**src/verilog/nkmd_pkg.sv**
```systemverilog
`default_nettype none

package nkmd_pkg;

    localparam int DATA_W = 32;
    localparam int IMM_W = 16;

    typedef logic [3:0] regsel_t;

    // Selectors that read as zero and ignore writes
    localparam regsel_t REG_ZERO = 4'h0;
    localparam regsel_t REG_RA = 4'hb;
    localparam regsel_t REG_PC = 4'hf;

    typedef enum logic [2:0] {
        OP_ADD = 3'h0,
        OP_SUB = 3'h1,
        OP_OR = 3'h2,
        OP_AND = 3'h3,
        OP_XOR = 3'h4,
        OP_RESERVED = 3'h5,
        OP_CLAMP = 3'h6,
        OP_MUL = 3'h7
    } alu_op_e;

    // Low half in register form
    typedef struct packed {
        logic [3:0] spare_hi;
        regsel_t rtsel;
        logic [6:0] spare_lo;
        logic s_rd_en;
    } reg_form_t;

    // Low half, immediate or register form depending on imm_en
    typedef union packed {
        logic [IMM_W-1:0] imm;
        reg_form_t rf;
    } instr_low_u;

    typedef struct packed {
        logic reserved;
        logic [1:0] spare;
        logic t_rd_en;
        regsel_t rdsel;
        alu_op_e op;
        regsel_t rssel;
        logic imm_en;
        instr_low_u low;
    } instr_t;

endpackage

`default_nettype wire

```
**src/verilog/nkmd_dcd_if.sv**
```systemverilog
`default_nettype none
`timescale 1ns/10ps

interface nkmd_dcd_if import nkmd_pkg::*; ();

    regsel_t rssel;
    regsel_t rtsel;
    regsel_t rdsel;
    alu_op_e op;
    logic [DATA_W-1:0] imm;
    logic imm_en;
    logic t_rd_en;
    logic s_rd_en;

    modport dcd (
        output rssel, rtsel, rdsel, op, imm, imm_en, t_rd_en, s_rd_en
    );

    modport rf (
        input rssel, rtsel, imm, imm_en, t_rd_en, s_rd_en
    );

    modport ex (
        input op, rdsel
    );

endinterface

`default_nettype wire

```
**src/verilog/nkmd_alu.sv**
```systemverilog
`default_nettype none
`timescale 1ns/10ps

module nkmd_alu import nkmd_pkg::*; (
    input wire logic clk,
    input wire logic rst,

    nkmd_dcd_if.ex dcd,

    input wire logic [DATA_W-1:0] s_val_i,
    input wire logic [DATA_W-1:0] t_val_i,

    output regsel_t wb_sel_o,
    output logic [DATA_W-1:0] wb_val_o
);

    alu_op_e op_d1;
    alu_op_e op_d2;
    regsel_t rd_d1;
    regsel_t rd_d2;
    regsel_t wb_sel_q;
    logic [DATA_W-1:0] wb_val_q;

    // Two stages to line up with the operand ports
    always_ff @(posedge clk) begin
        if (rst) begin
            op_d1 <= OP_ADD;
            op_d2 <= OP_ADD;
            rd_d1 <= REG_ZERO;
            rd_d2 <= REG_ZERO;
        end else begin
            op_d1 <= dcd.op;
            op_d2 <= op_d1;
            rd_d1 <= dcd.rdsel;
            rd_d2 <= rd_d1;
        end
    end

    always_ff @(posedge clk) begin
        case (op_d2)
            OP_ADD: wb_val_q <= s_val_i + t_val_i;
            OP_SUB: wb_val_q <= s_val_i - t_val_i;
            OP_OR: wb_val_q <= s_val_i | t_val_i;
            OP_AND: wb_val_q <= s_val_i & t_val_i;
            OP_XOR: wb_val_q <= s_val_i ^ t_val_i;
            // Clamp and multiply not implemented
            default: wb_val_q <= '0;
        endcase
    end

    always_ff @(posedge clk) begin
        if (rst) begin
            wb_sel_q <= REG_ZERO;
        end else begin
            wb_sel_q <= rd_d2;
        end
    end

    assign wb_sel_o = wb_sel_q;
    assign wb_val_o = wb_val_q;

endmodule

`default_nettype wire

```
**src/verilog/nkmd_cpu.sv**
```systemverilog
`default_nettype none
`timescale 1ns/10ps

module nkmd_cpu import nkmd_pkg::*; #(
    parameter logic [DATA_W-1:0] PC_RESET = '0
) (
    input wire logic clk,
    input wire logic rst,

    // Program bus
    input wire logic [DATA_W-1:0] p_data_i,
    output logic [DATA_W-1:0] p_addr_o,

    // R bus, feeds the t operand
    input wire logic [DATA_W-1:0] r_data_i,
    output logic [DATA_W-1:0] r_addr_o,
    output logic r_rd_o,

    // C bus, feeds the s operand
    input wire logic [DATA_W-1:0] c_data_i,
    output logic [DATA_W-1:0] c_addr_o,
    output logic c_rd_o
);

    logic [DATA_W-1:0] t_addr;
    logic [DATA_W-1:0] s_addr;
    logic t_rd_en;
    logic s_rd_en;
    logic [DATA_W-1:0] t_val;
    logic [DATA_W-1:0] s_val;
    regsel_t wb_sel;
    logic [DATA_W-1:0] wb_val;

    nkmd_dcd_if u_dcd_if ();

    nkmd_fetch_decode #(
        .PC_RESET(PC_RESET)
    ) u_fetch_decode (
        .clk(clk),
        .rst(rst),
        .p_data_i(p_data_i),
        .p_addr_o(p_addr_o),
        .dcd(u_dcd_if.dcd)
    );

    nkmd_regfile u_regfile (
        .clk(clk),
        .rst(rst),
        .dcd(u_dcd_if.rf),
        .wb_sel_i(wb_sel),
        .wb_val_i(wb_val),
        .t_addr_o(t_addr),
        .s_addr_o(s_addr),
        .t_rd_en_o(t_rd_en),
        .s_rd_en_o(s_rd_en)
    );

    nkmd_operand_port u_r_port (
        .clk(clk),
        .rst(rst),
        .addr_i(t_addr),
        .rd_en_i(t_rd_en),
        .bus_data_i(r_data_i),
        .bus_addr_o(r_addr_o),
        .bus_rd_o(r_rd_o),
        .val_o(t_val)
    );

    nkmd_operand_port u_c_port (
        .clk(clk),
        .rst(rst),
        .addr_i(s_addr),
        .rd_en_i(s_rd_en),
        .bus_data_i(c_data_i),
        .bus_addr_o(c_addr_o),
        .bus_rd_o(c_rd_o),
        .val_o(s_val)
    );

    nkmd_alu u_alu (
        .clk(clk),
        .rst(rst),
        .dcd(u_dcd_if.ex),
        .s_val_i(s_val),
        .t_val_i(t_val),
        .wb_sel_o(wb_sel),
        .wb_val_o(wb_val)
    );

endmodule

`default_nettype wire

```
**src/verilog/nkmd_fetch_decode.sv**
```systemverilog
`default_nettype none
`timescale 1ns/10ps

module nkmd_fetch_decode import nkmd_pkg::*; #(
    parameter logic [DATA_W-1:0] PC_RESET = '0
) (
    input wire logic clk,
    input wire logic rst,

    input wire logic [DATA_W-1:0] p_data_i,
    output logic [DATA_W-1:0] p_addr_o,

    nkmd_dcd_if.dcd dcd
);

    logic [DATA_W-1:0] pc_q;
    instr_t instr;
    logic [DATA_W-1:0] imm_ext;

    // No jumps, so the PC only counts
    always_ff @(posedge clk) begin
        if (rst) begin
            pc_q <= PC_RESET;
        end else begin
            pc_q <= pc_q + 1'b1;
        end
    end

    assign p_addr_o = pc_q;

    // Program bus answers in the same cycle
    assign instr = instr_t'(p_data_i);

    assign imm_ext = {{(DATA_W - IMM_W){instr.low.imm[IMM_W-1]}}, instr.low.imm};

    always_ff @(posedge clk) begin
        if (rst) begin
            dcd.rssel <= REG_ZERO;
            dcd.rtsel <= REG_ZERO;
            dcd.rdsel <= REG_ZERO;
            dcd.op <= OP_ADD;
            dcd.imm <= '0;
            dcd.imm_en <= 1'b0;
            dcd.t_rd_en <= 1'b0;
            dcd.s_rd_en <= 1'b0;
        end else begin
            dcd.rssel <= instr.rssel;
            dcd.rdsel <= instr.rdsel;
            dcd.op <= instr.op;
            dcd.imm_en <= instr.imm_en;
            dcd.t_rd_en <= instr.t_rd_en;
            if (instr.imm_en) begin
                dcd.imm <= imm_ext;
                dcd.rtsel <= REG_ZERO;
                dcd.s_rd_en <= 1'b0;
            end else begin
                // Register form, no immediate
                dcd.imm <= '0;
                dcd.rtsel <= instr.low.rf.rtsel;
                dcd.s_rd_en <= instr.low.rf.s_rd_en;
            end
        end
    end

endmodule

`default_nettype wire

```
**src/verilog/nkmd_operand_port.sv**
```systemverilog
`default_nettype none
`timescale 1ns/10ps

module nkmd_operand_port import nkmd_pkg::*; (
    input wire logic clk,
    input wire logic rst,

    input wire logic [DATA_W-1:0] addr_i,
    input wire logic rd_en_i,

    input wire logic [DATA_W-1:0] bus_data_i,
    output logic [DATA_W-1:0] bus_addr_o,
    output logic bus_rd_o,

    output logic [DATA_W-1:0] val_o
);

    logic [DATA_W-1:0] val_q;

    // Strobe and address straight from the address stage
    assign bus_addr_o = addr_i;
    assign bus_rd_o = rd_en_i;

    // Bus data sampled on the strobe edge, else the address is the operand
    always_ff @(posedge clk) begin
        if (rst) begin
            val_q <= '0;
        end else if (rd_en_i) begin
            val_q <= bus_data_i;
        end else begin
            val_q <= addr_i;
        end
    end

    assign val_o = val_q;

endmodule

`default_nettype wire

```
**src/verilog/nkmd_regfile.sv**
```systemverilog
`default_nettype none
`timescale 1ns/10ps

module nkmd_regfile import nkmd_pkg::*; (
    input wire logic clk,
    input wire logic rst,

    nkmd_dcd_if.rf dcd,

    input wire regsel_t wb_sel_i,
    input wire logic [DATA_W-1:0] wb_val_i,

    output logic [DATA_W-1:0] t_addr_o,
    output logic [DATA_W-1:0] s_addr_o,
    output logic t_rd_en_o,
    output logic s_rd_en_o
);

    logic [DATA_W-1:0] regs [16];
    logic [DATA_W-1:0] rt_val;
    logic [DATA_W-1:0] rs_val;
    logic [DATA_W-1:0] t_addr_q;
    logic [DATA_W-1:0] s_addr_q;
    logic t_rd_en_q;
    logic s_rd_en_q;

    function automatic logic is_special(input regsel_t sel);
        return (sel == REG_ZERO) || (sel == REG_RA) || (sel == REG_PC);
    endfunction

    // Writeback, special selectors dropped
    always_ff @(posedge clk) begin
        if (rst) begin
            for (int i = 0; i < 16; i++) begin
                regs[i] <= '0;
            end
        end else if (!is_special(wb_sel_i)) begin
            regs[wb_sel_i] <= wb_val_i;
        end
    end

    // Special entries stay at their reset value of zero
    assign rt_val = regs[dcd.rtsel];
    assign rs_val = regs[dcd.rssel];

    // Operand address stage
    always_ff @(posedge clk) begin
        t_addr_q <= dcd.imm_en ? dcd.imm : rt_val;
        s_addr_q <= rs_val;
    end

    always_ff @(posedge clk) begin
        if (rst) begin
            t_rd_en_q <= 1'b0;
            s_rd_en_q <= 1'b0;
        end else begin
            t_rd_en_q <= dcd.t_rd_en;
            s_rd_en_q <= dcd.s_rd_en;
        end
    end

    assign t_addr_o = t_addr_q;
    assign s_addr_o = s_addr_q;
    assign t_rd_en_o = t_rd_en_q;
    assign s_rd_en_o = s_rd_en_q;

endmodule

`default_nettype wire
```
**config.mk**
```make
export PLATFORM = sky130hd
export DESIGN_NAME = nkmd_cpu
export DESIGN_NICKNAME = d
export VERILOG_FILES = /design/src/verilog/nkmd_pkg.sv /design/src/verilog/nkmd_dcd_if.sv /design/src/verilog/nkmd_alu.sv /design/src/verilog/nkmd_cpu.sv /design/src/verilog/nkmd_fetch_decode.sv /design/src/verilog/nkmd_operand_port.sv /design/src/verilog/nkmd_regfile.sv
export SDC_FILE = /design/constraint.sdc
export NUM_CORES = 1
export LEC_CHECK = 0
export BUFFER_PORTS_ARGS = -buffer_cell sky130_fd_sc_hd__buf_2
export CAP_MARGIN = 25
export CORE_MARGIN = 5
export CORE_UTILIZATION = 40
export CTS_CLUSTER_SIZE = 24
export DETAILED_ROUTE_END_ITERATION = 12
export MAX_ROUTING_LAYER = met4
export SETUP_SLACK_MARGIN = 0.5
export SLEW_MARGIN = 20
export SYNTH_ARGS = -nofsm -noshare
export SYNTH_HDL_FRONTEND = slang
export SYNTH_SLANG_ARGS = --single-unit
```
**constraint.sdc**
```tcl
create_clock -name clk -period 3.9 [get_ports clk]
set_input_delay 0.585 -clock clk [delete_from_list [all_inputs] [get_ports clk]]
set_output_delay 0.585 -clock clk [all_outputs]
set_load 0.02 [all_outputs]
```
==> metrics.md <==
| Metric | Value |
|---|---|
| Number of port buffers | `192` |
| Cell leakage power | `roughly 0.016 µW` |
| Chain of cells forming the critical path | `inv_4 > ha_4 > nand2_4 > or3_4 > buf_8 > nor2_4 > nor2_2 > xnor2_1 > ha_1 > and4_4 > a221o_1 > or2_4 > a21oi_4 > buf_4 > o2bb2ai_4 > mux2i_1 > nand2_1` |
| Total of warnings raised by yosys | `0` |
| Cts-stage hold buffer count | `0` |
| Final Net Count | `between 3000 and 4000` |
| Final HPWL from detailed placement | `74.7 mm` |
| Timing-limited maximum frequency | `0.283 GHz` |
| TritonCTS clock tree | `built` |
| Top-count cell post-synth | `sky130_fd_sc_hd__edfxtp_1` |
| Die footprint | `between 0.09 and 0.1 mm²` |
| Avg Inst Size Synth | `14.0 µm²` |
| Vert. Die Dim | `315 µm` |
| Share of the yosys chip area belonging to registers | `roughly 54%` |
| Fraction of post-synthesis cell area in the top cell type by area | `around two fifths` |
| All-Layer GR Usage | `roughly a quarter` |
| Row Count | `approximately 110` |
| Slew at the pin closest to its max-slew limit | `1040 ps` |
| Clock net sink count | `758` |
| Number of detailed-route iterations in the first pass | `5` |
| PnR Total Power | `slightly above 20000 µW` |
| Clock latency of the later-clocked register in the worst-skew pair | `~640 ps` |
| CTS H-Tree Depth | `3` |
| Worst Path Arrival | `approximately 4000 ps` |
| Fraction of the cycle the final worst path needs | `90.4%` |
| CORE AREA | `a little over 0.09 mm²` |
| Number of antenna violations at the first check in global routing | `9` |
| Drt initial violations | `between 2000 and 2500` |
| Min Clock Period, post-route | `3530 ps` |
| Post-synthesis cell area | `about 0.037 mm²` |
| Largest voltage drop on the vdd net | `between 0.0003 and 0.0004 V` |
| Setup repair after global routing missed its margin | `true` |
| Synth-to-Final Area Change | `17.7%` |
| Endpoint required time on the critical path | `4390 ps` |
| Clock Skews | `approximately 33 ps` |
| Via count of the first global-routing pass | `24900` |
| DR vias/cell | `~5.6` |
| Headroom to the max-slew limit | `between 30% and 40%` |
| Worst Path Max Fanout | `4` |
| RD Place Congestion | `about 0.9` |
| Global route total overflow | `0` |
| Initial core utilization | `40.2%` |
| Post-route DRC | `0` |
| Slowest-stage cell, CP | `sky130_fd_sc_hd__a221o_1` |
| Num CTS Buffers | `80` |
| Status | `complete, no violations` |
| Largest cells by area after synthesis | `sky130_fd_sc_hd__edfxtp_1 41%, sky130_fd_sc_hd__mux4_2 19%, sky130_fd_sc_hd__dfxtp_1 13%` |
| Setup tns final | `0 ps` |
| Routed len/inst | `~26 µm` |
| Library cell with the largest summed area after synthesis | `sky130_fd_sc_hd__edfxtp_1` |
| CTS Root Buffer Type | `sky130_fd_sc_hd__clkbuf_16` |
| Number of flip-flops and latches in the synthesized netlist | `758` |
| Number of endpoints with negative hold slack in the final report | `0` |
| Most instantiated flip-flop cell in the synthesis netlist | `sky130_fd_sc_hd__edfxtp_1` |
| Largest delay share family, worst path | `simple AND/OR/NAND/NOR gates` |
| Count of pins on the block boundary | `~200` |
| Syn Inst Count | `approximately 2700` |
| Number of max-slew violations in the final report | `0` |
| Max-capacitance violation count | `0` |
| Critical path type | `flip-flop to flip-flop` |
| Maximum number of pins on one net before global-route repair | `83` |
| FF-to-FF setup slack | `370 ps` |
| Final number of setup-violating endpoints | `0` |
| Number of enable flip-flop cells after synthesis | `between 500 and 600` |
| Power density over the cells | `between 400 and 500 mW/mm²` |
| Fraction of registers with async set/reset | `0%` |
| Kind of start point of the critical path | `flip-flop` |
| Remaining number of nets flagged by the antenna check after routing | `0` |
| Most used standard cells in the synthesized netlist | `512 x sky130_fd_sc_hd__edfxtp_1, 444 x sky130_fd_sc_hd__and2_1, 320 x sky130_fd_sc_hd__mux4_2` |
| Worst min path class | `primary input to flip-flop` |
| Total number of vias | `23900` |
| Wire length after detailed routing | `between 100 and 150 mm` |
| Ratio of cells with drive above 1 in the final layout | `between 30% and 40%` |
| Number of buffers on the longest clock path | `3` |
| CP endpoint kind | `flip-flop` |
| Clock-pin transition on the worst setup and hold timing paths | `60 ps` |
| Die width | `roughly 320 µm` |
| Number of distinct standard cells referenced by the synthesized netlist | `70` |
| Delay contributed by the slowest stage of the critical path | `about 420 ps` |
| Buffers plus inverters on the worst setup path | `3` |
| Wire length of the first global-routing pass | `about 170 mm` |
path summary, 6_finish.rpt:
check | cells past startpoint | start | endpoint
worst min-delay path | 2 | p_data_i[6] | u_fetch_decode.dcd.imm[6]$_SDFF_PP0_
worst max-delay path | 17 | u_r_port.val_o[1]$_SDFF_PP0_ | u_alu.wb_val_o[29]$_DFF_P_
worst max register to register | 17 | u_r_port.val_o[1]$_SDFF_PP0_ | u_alu.wb_val_o[29]$_DFF_P_
worst min register to register | 1 | u_fetch_decode.dcd.s_rd_en$_SDFF_PP0_ | u_regfile.s_rd_en_o$_SDFF_PP0_
worst register-to-register path, cell delays in order (launching register included):
cell	delay, ps
sky130_fd_sc_hd__dfxtp_4	360
sky130_fd_sc_hd__inv_4	60
sky130_fd_sc_hd__ha_4	140
sky130_fd_sc_hd__nand2_4	60
sky130_fd_sc_hd__or3_4	410
sky130_fd_sc_hd__buf_8	160
sky130_fd_sc_hd__nor2_4	90
sky130_fd_sc_hd__nor2_2	40
sky130_fd_sc_hd__xnor2_1	120
sky130_fd_sc_hd__ha_1	340
sky130_fd_sc_hd__and4_4	190
sky130_fd_sc_hd__a221o_1	420
sky130_fd_sc_hd__or2_4	290
sky130_fd_sc_hd__a21oi_4	160
sky130_fd_sc_hd__buf_4	140
sky130_fd_sc_hd__o2bb2ai_4	140
sky130_fd_sc_hd__mux2i_1	200
sky130_fd_sc_hd__nand2_1	70
cell usage in the layout, fill, tap and decap left out, drive strengths merged, types with 14 or more instances in the layout:
cell / synthesis / layout
a22oi: 23 / 23
dfxtp: 246 / 246
nand2: 71 / 71
o21ai: 105 / 105
and2: 445 / 445
buf: 35 / 342
conb: 1 / 96
ha: 97 / 97
xor2: 30 / 30
clkinv: 0 / 21
edfxtp: 512 / 512
clkbuf: 168 / 118
mux2i: 67 / 67
nor2b: 41 / 41
mux2: 15 / 15
xnor2: 51 / 51
a21oi: 41 / 41
mux4: 320 / 320
or2: 15 / 15
or3: 14 / 14
inv: 91 / 93
nor2: 133 / 133
nand3: 25 / 25
nand4: 14 / 14
registers in the layout, summed over array words and instances (netlist names), 4 cells and up, named ones only:
register / cells
u_regfile.s_addr_o: 32
u_regfile.regs: 512
u_r_port.val_o: 32
u_alu.rd_d1: 4
u_alu.wb_val_o: 32
u_alu.rd_d2: 4
u_alu.wb_sel_o: 4
u_fetch_decode.dcd.rdsel: 4
u_c_port.val_o: 32
u_regfile.t_addr_o: 32
u_fetch_decode.dcd.rssel: 4
u_fetch_decode.p_addr_o: 32
u_fetch_decode.dcd.imm: 16
cell type report:
class,instances,area (µm²)
fill,8104,49000
sequential,758,20300
multi-input combinational,1705,16700
timing repair buffer,342,2330
clock buffer,118,2320
tap,1254,1570
inverter,91,344
clock inverter,28,260
antenna,3,7.51
stage by stage:
stage          util, %  cells  hold WS [ps]  setup WS (ps)  instance area (µm²)
5_1_grt           47.3   4297           143            245                43900
3_5_place_dp      43.6   4112           422            126                40500
4_1_cts           46.7   4270           118            369                43400
2_1_floorplan        -   2757           414            502                37700
3_3_place_gp      43.6   4112           419            139                40500
6_report          47.3   4299           162            373                43900
repair_timing:
item,in CTS,in global routing
pin swaps,24,36
setup buffers,12,25
endpoints found under the setup margin,20,18
gates resized for setup,64,69
logic make-up after synthesis:
logic type | synth area share [%]
muxes | 21.6
AOI/OAI and AO/OA | 3.86
other | 0.0100
and+or+nand+nor | 11.9
DFF | 54.4
adders and majority gates | 3.31
buffers and inverters | 3.03
xor gates and xnor gates | 1.90
report_power, final:
part | leakage (µW) | internal, µW | switching [µW]
Combinational | 0.00778 | 1370 | 1610
Sequential | 0.00730 | 9140 | 862
Clock | 0.00128 | 4400 | 3180
Total | 0.0164 | 14900 | 5660
layer usage:
layer	up-vias	global-route usage (%)	part of all wire, %
li1	10400	-	-
met4	0	6.51	2.5
met2	913	40.2	51
met3	177	3.15	7.0
met5	-	-	0
met1	12400	29.2	39
(Power assumes the default switching activity.)
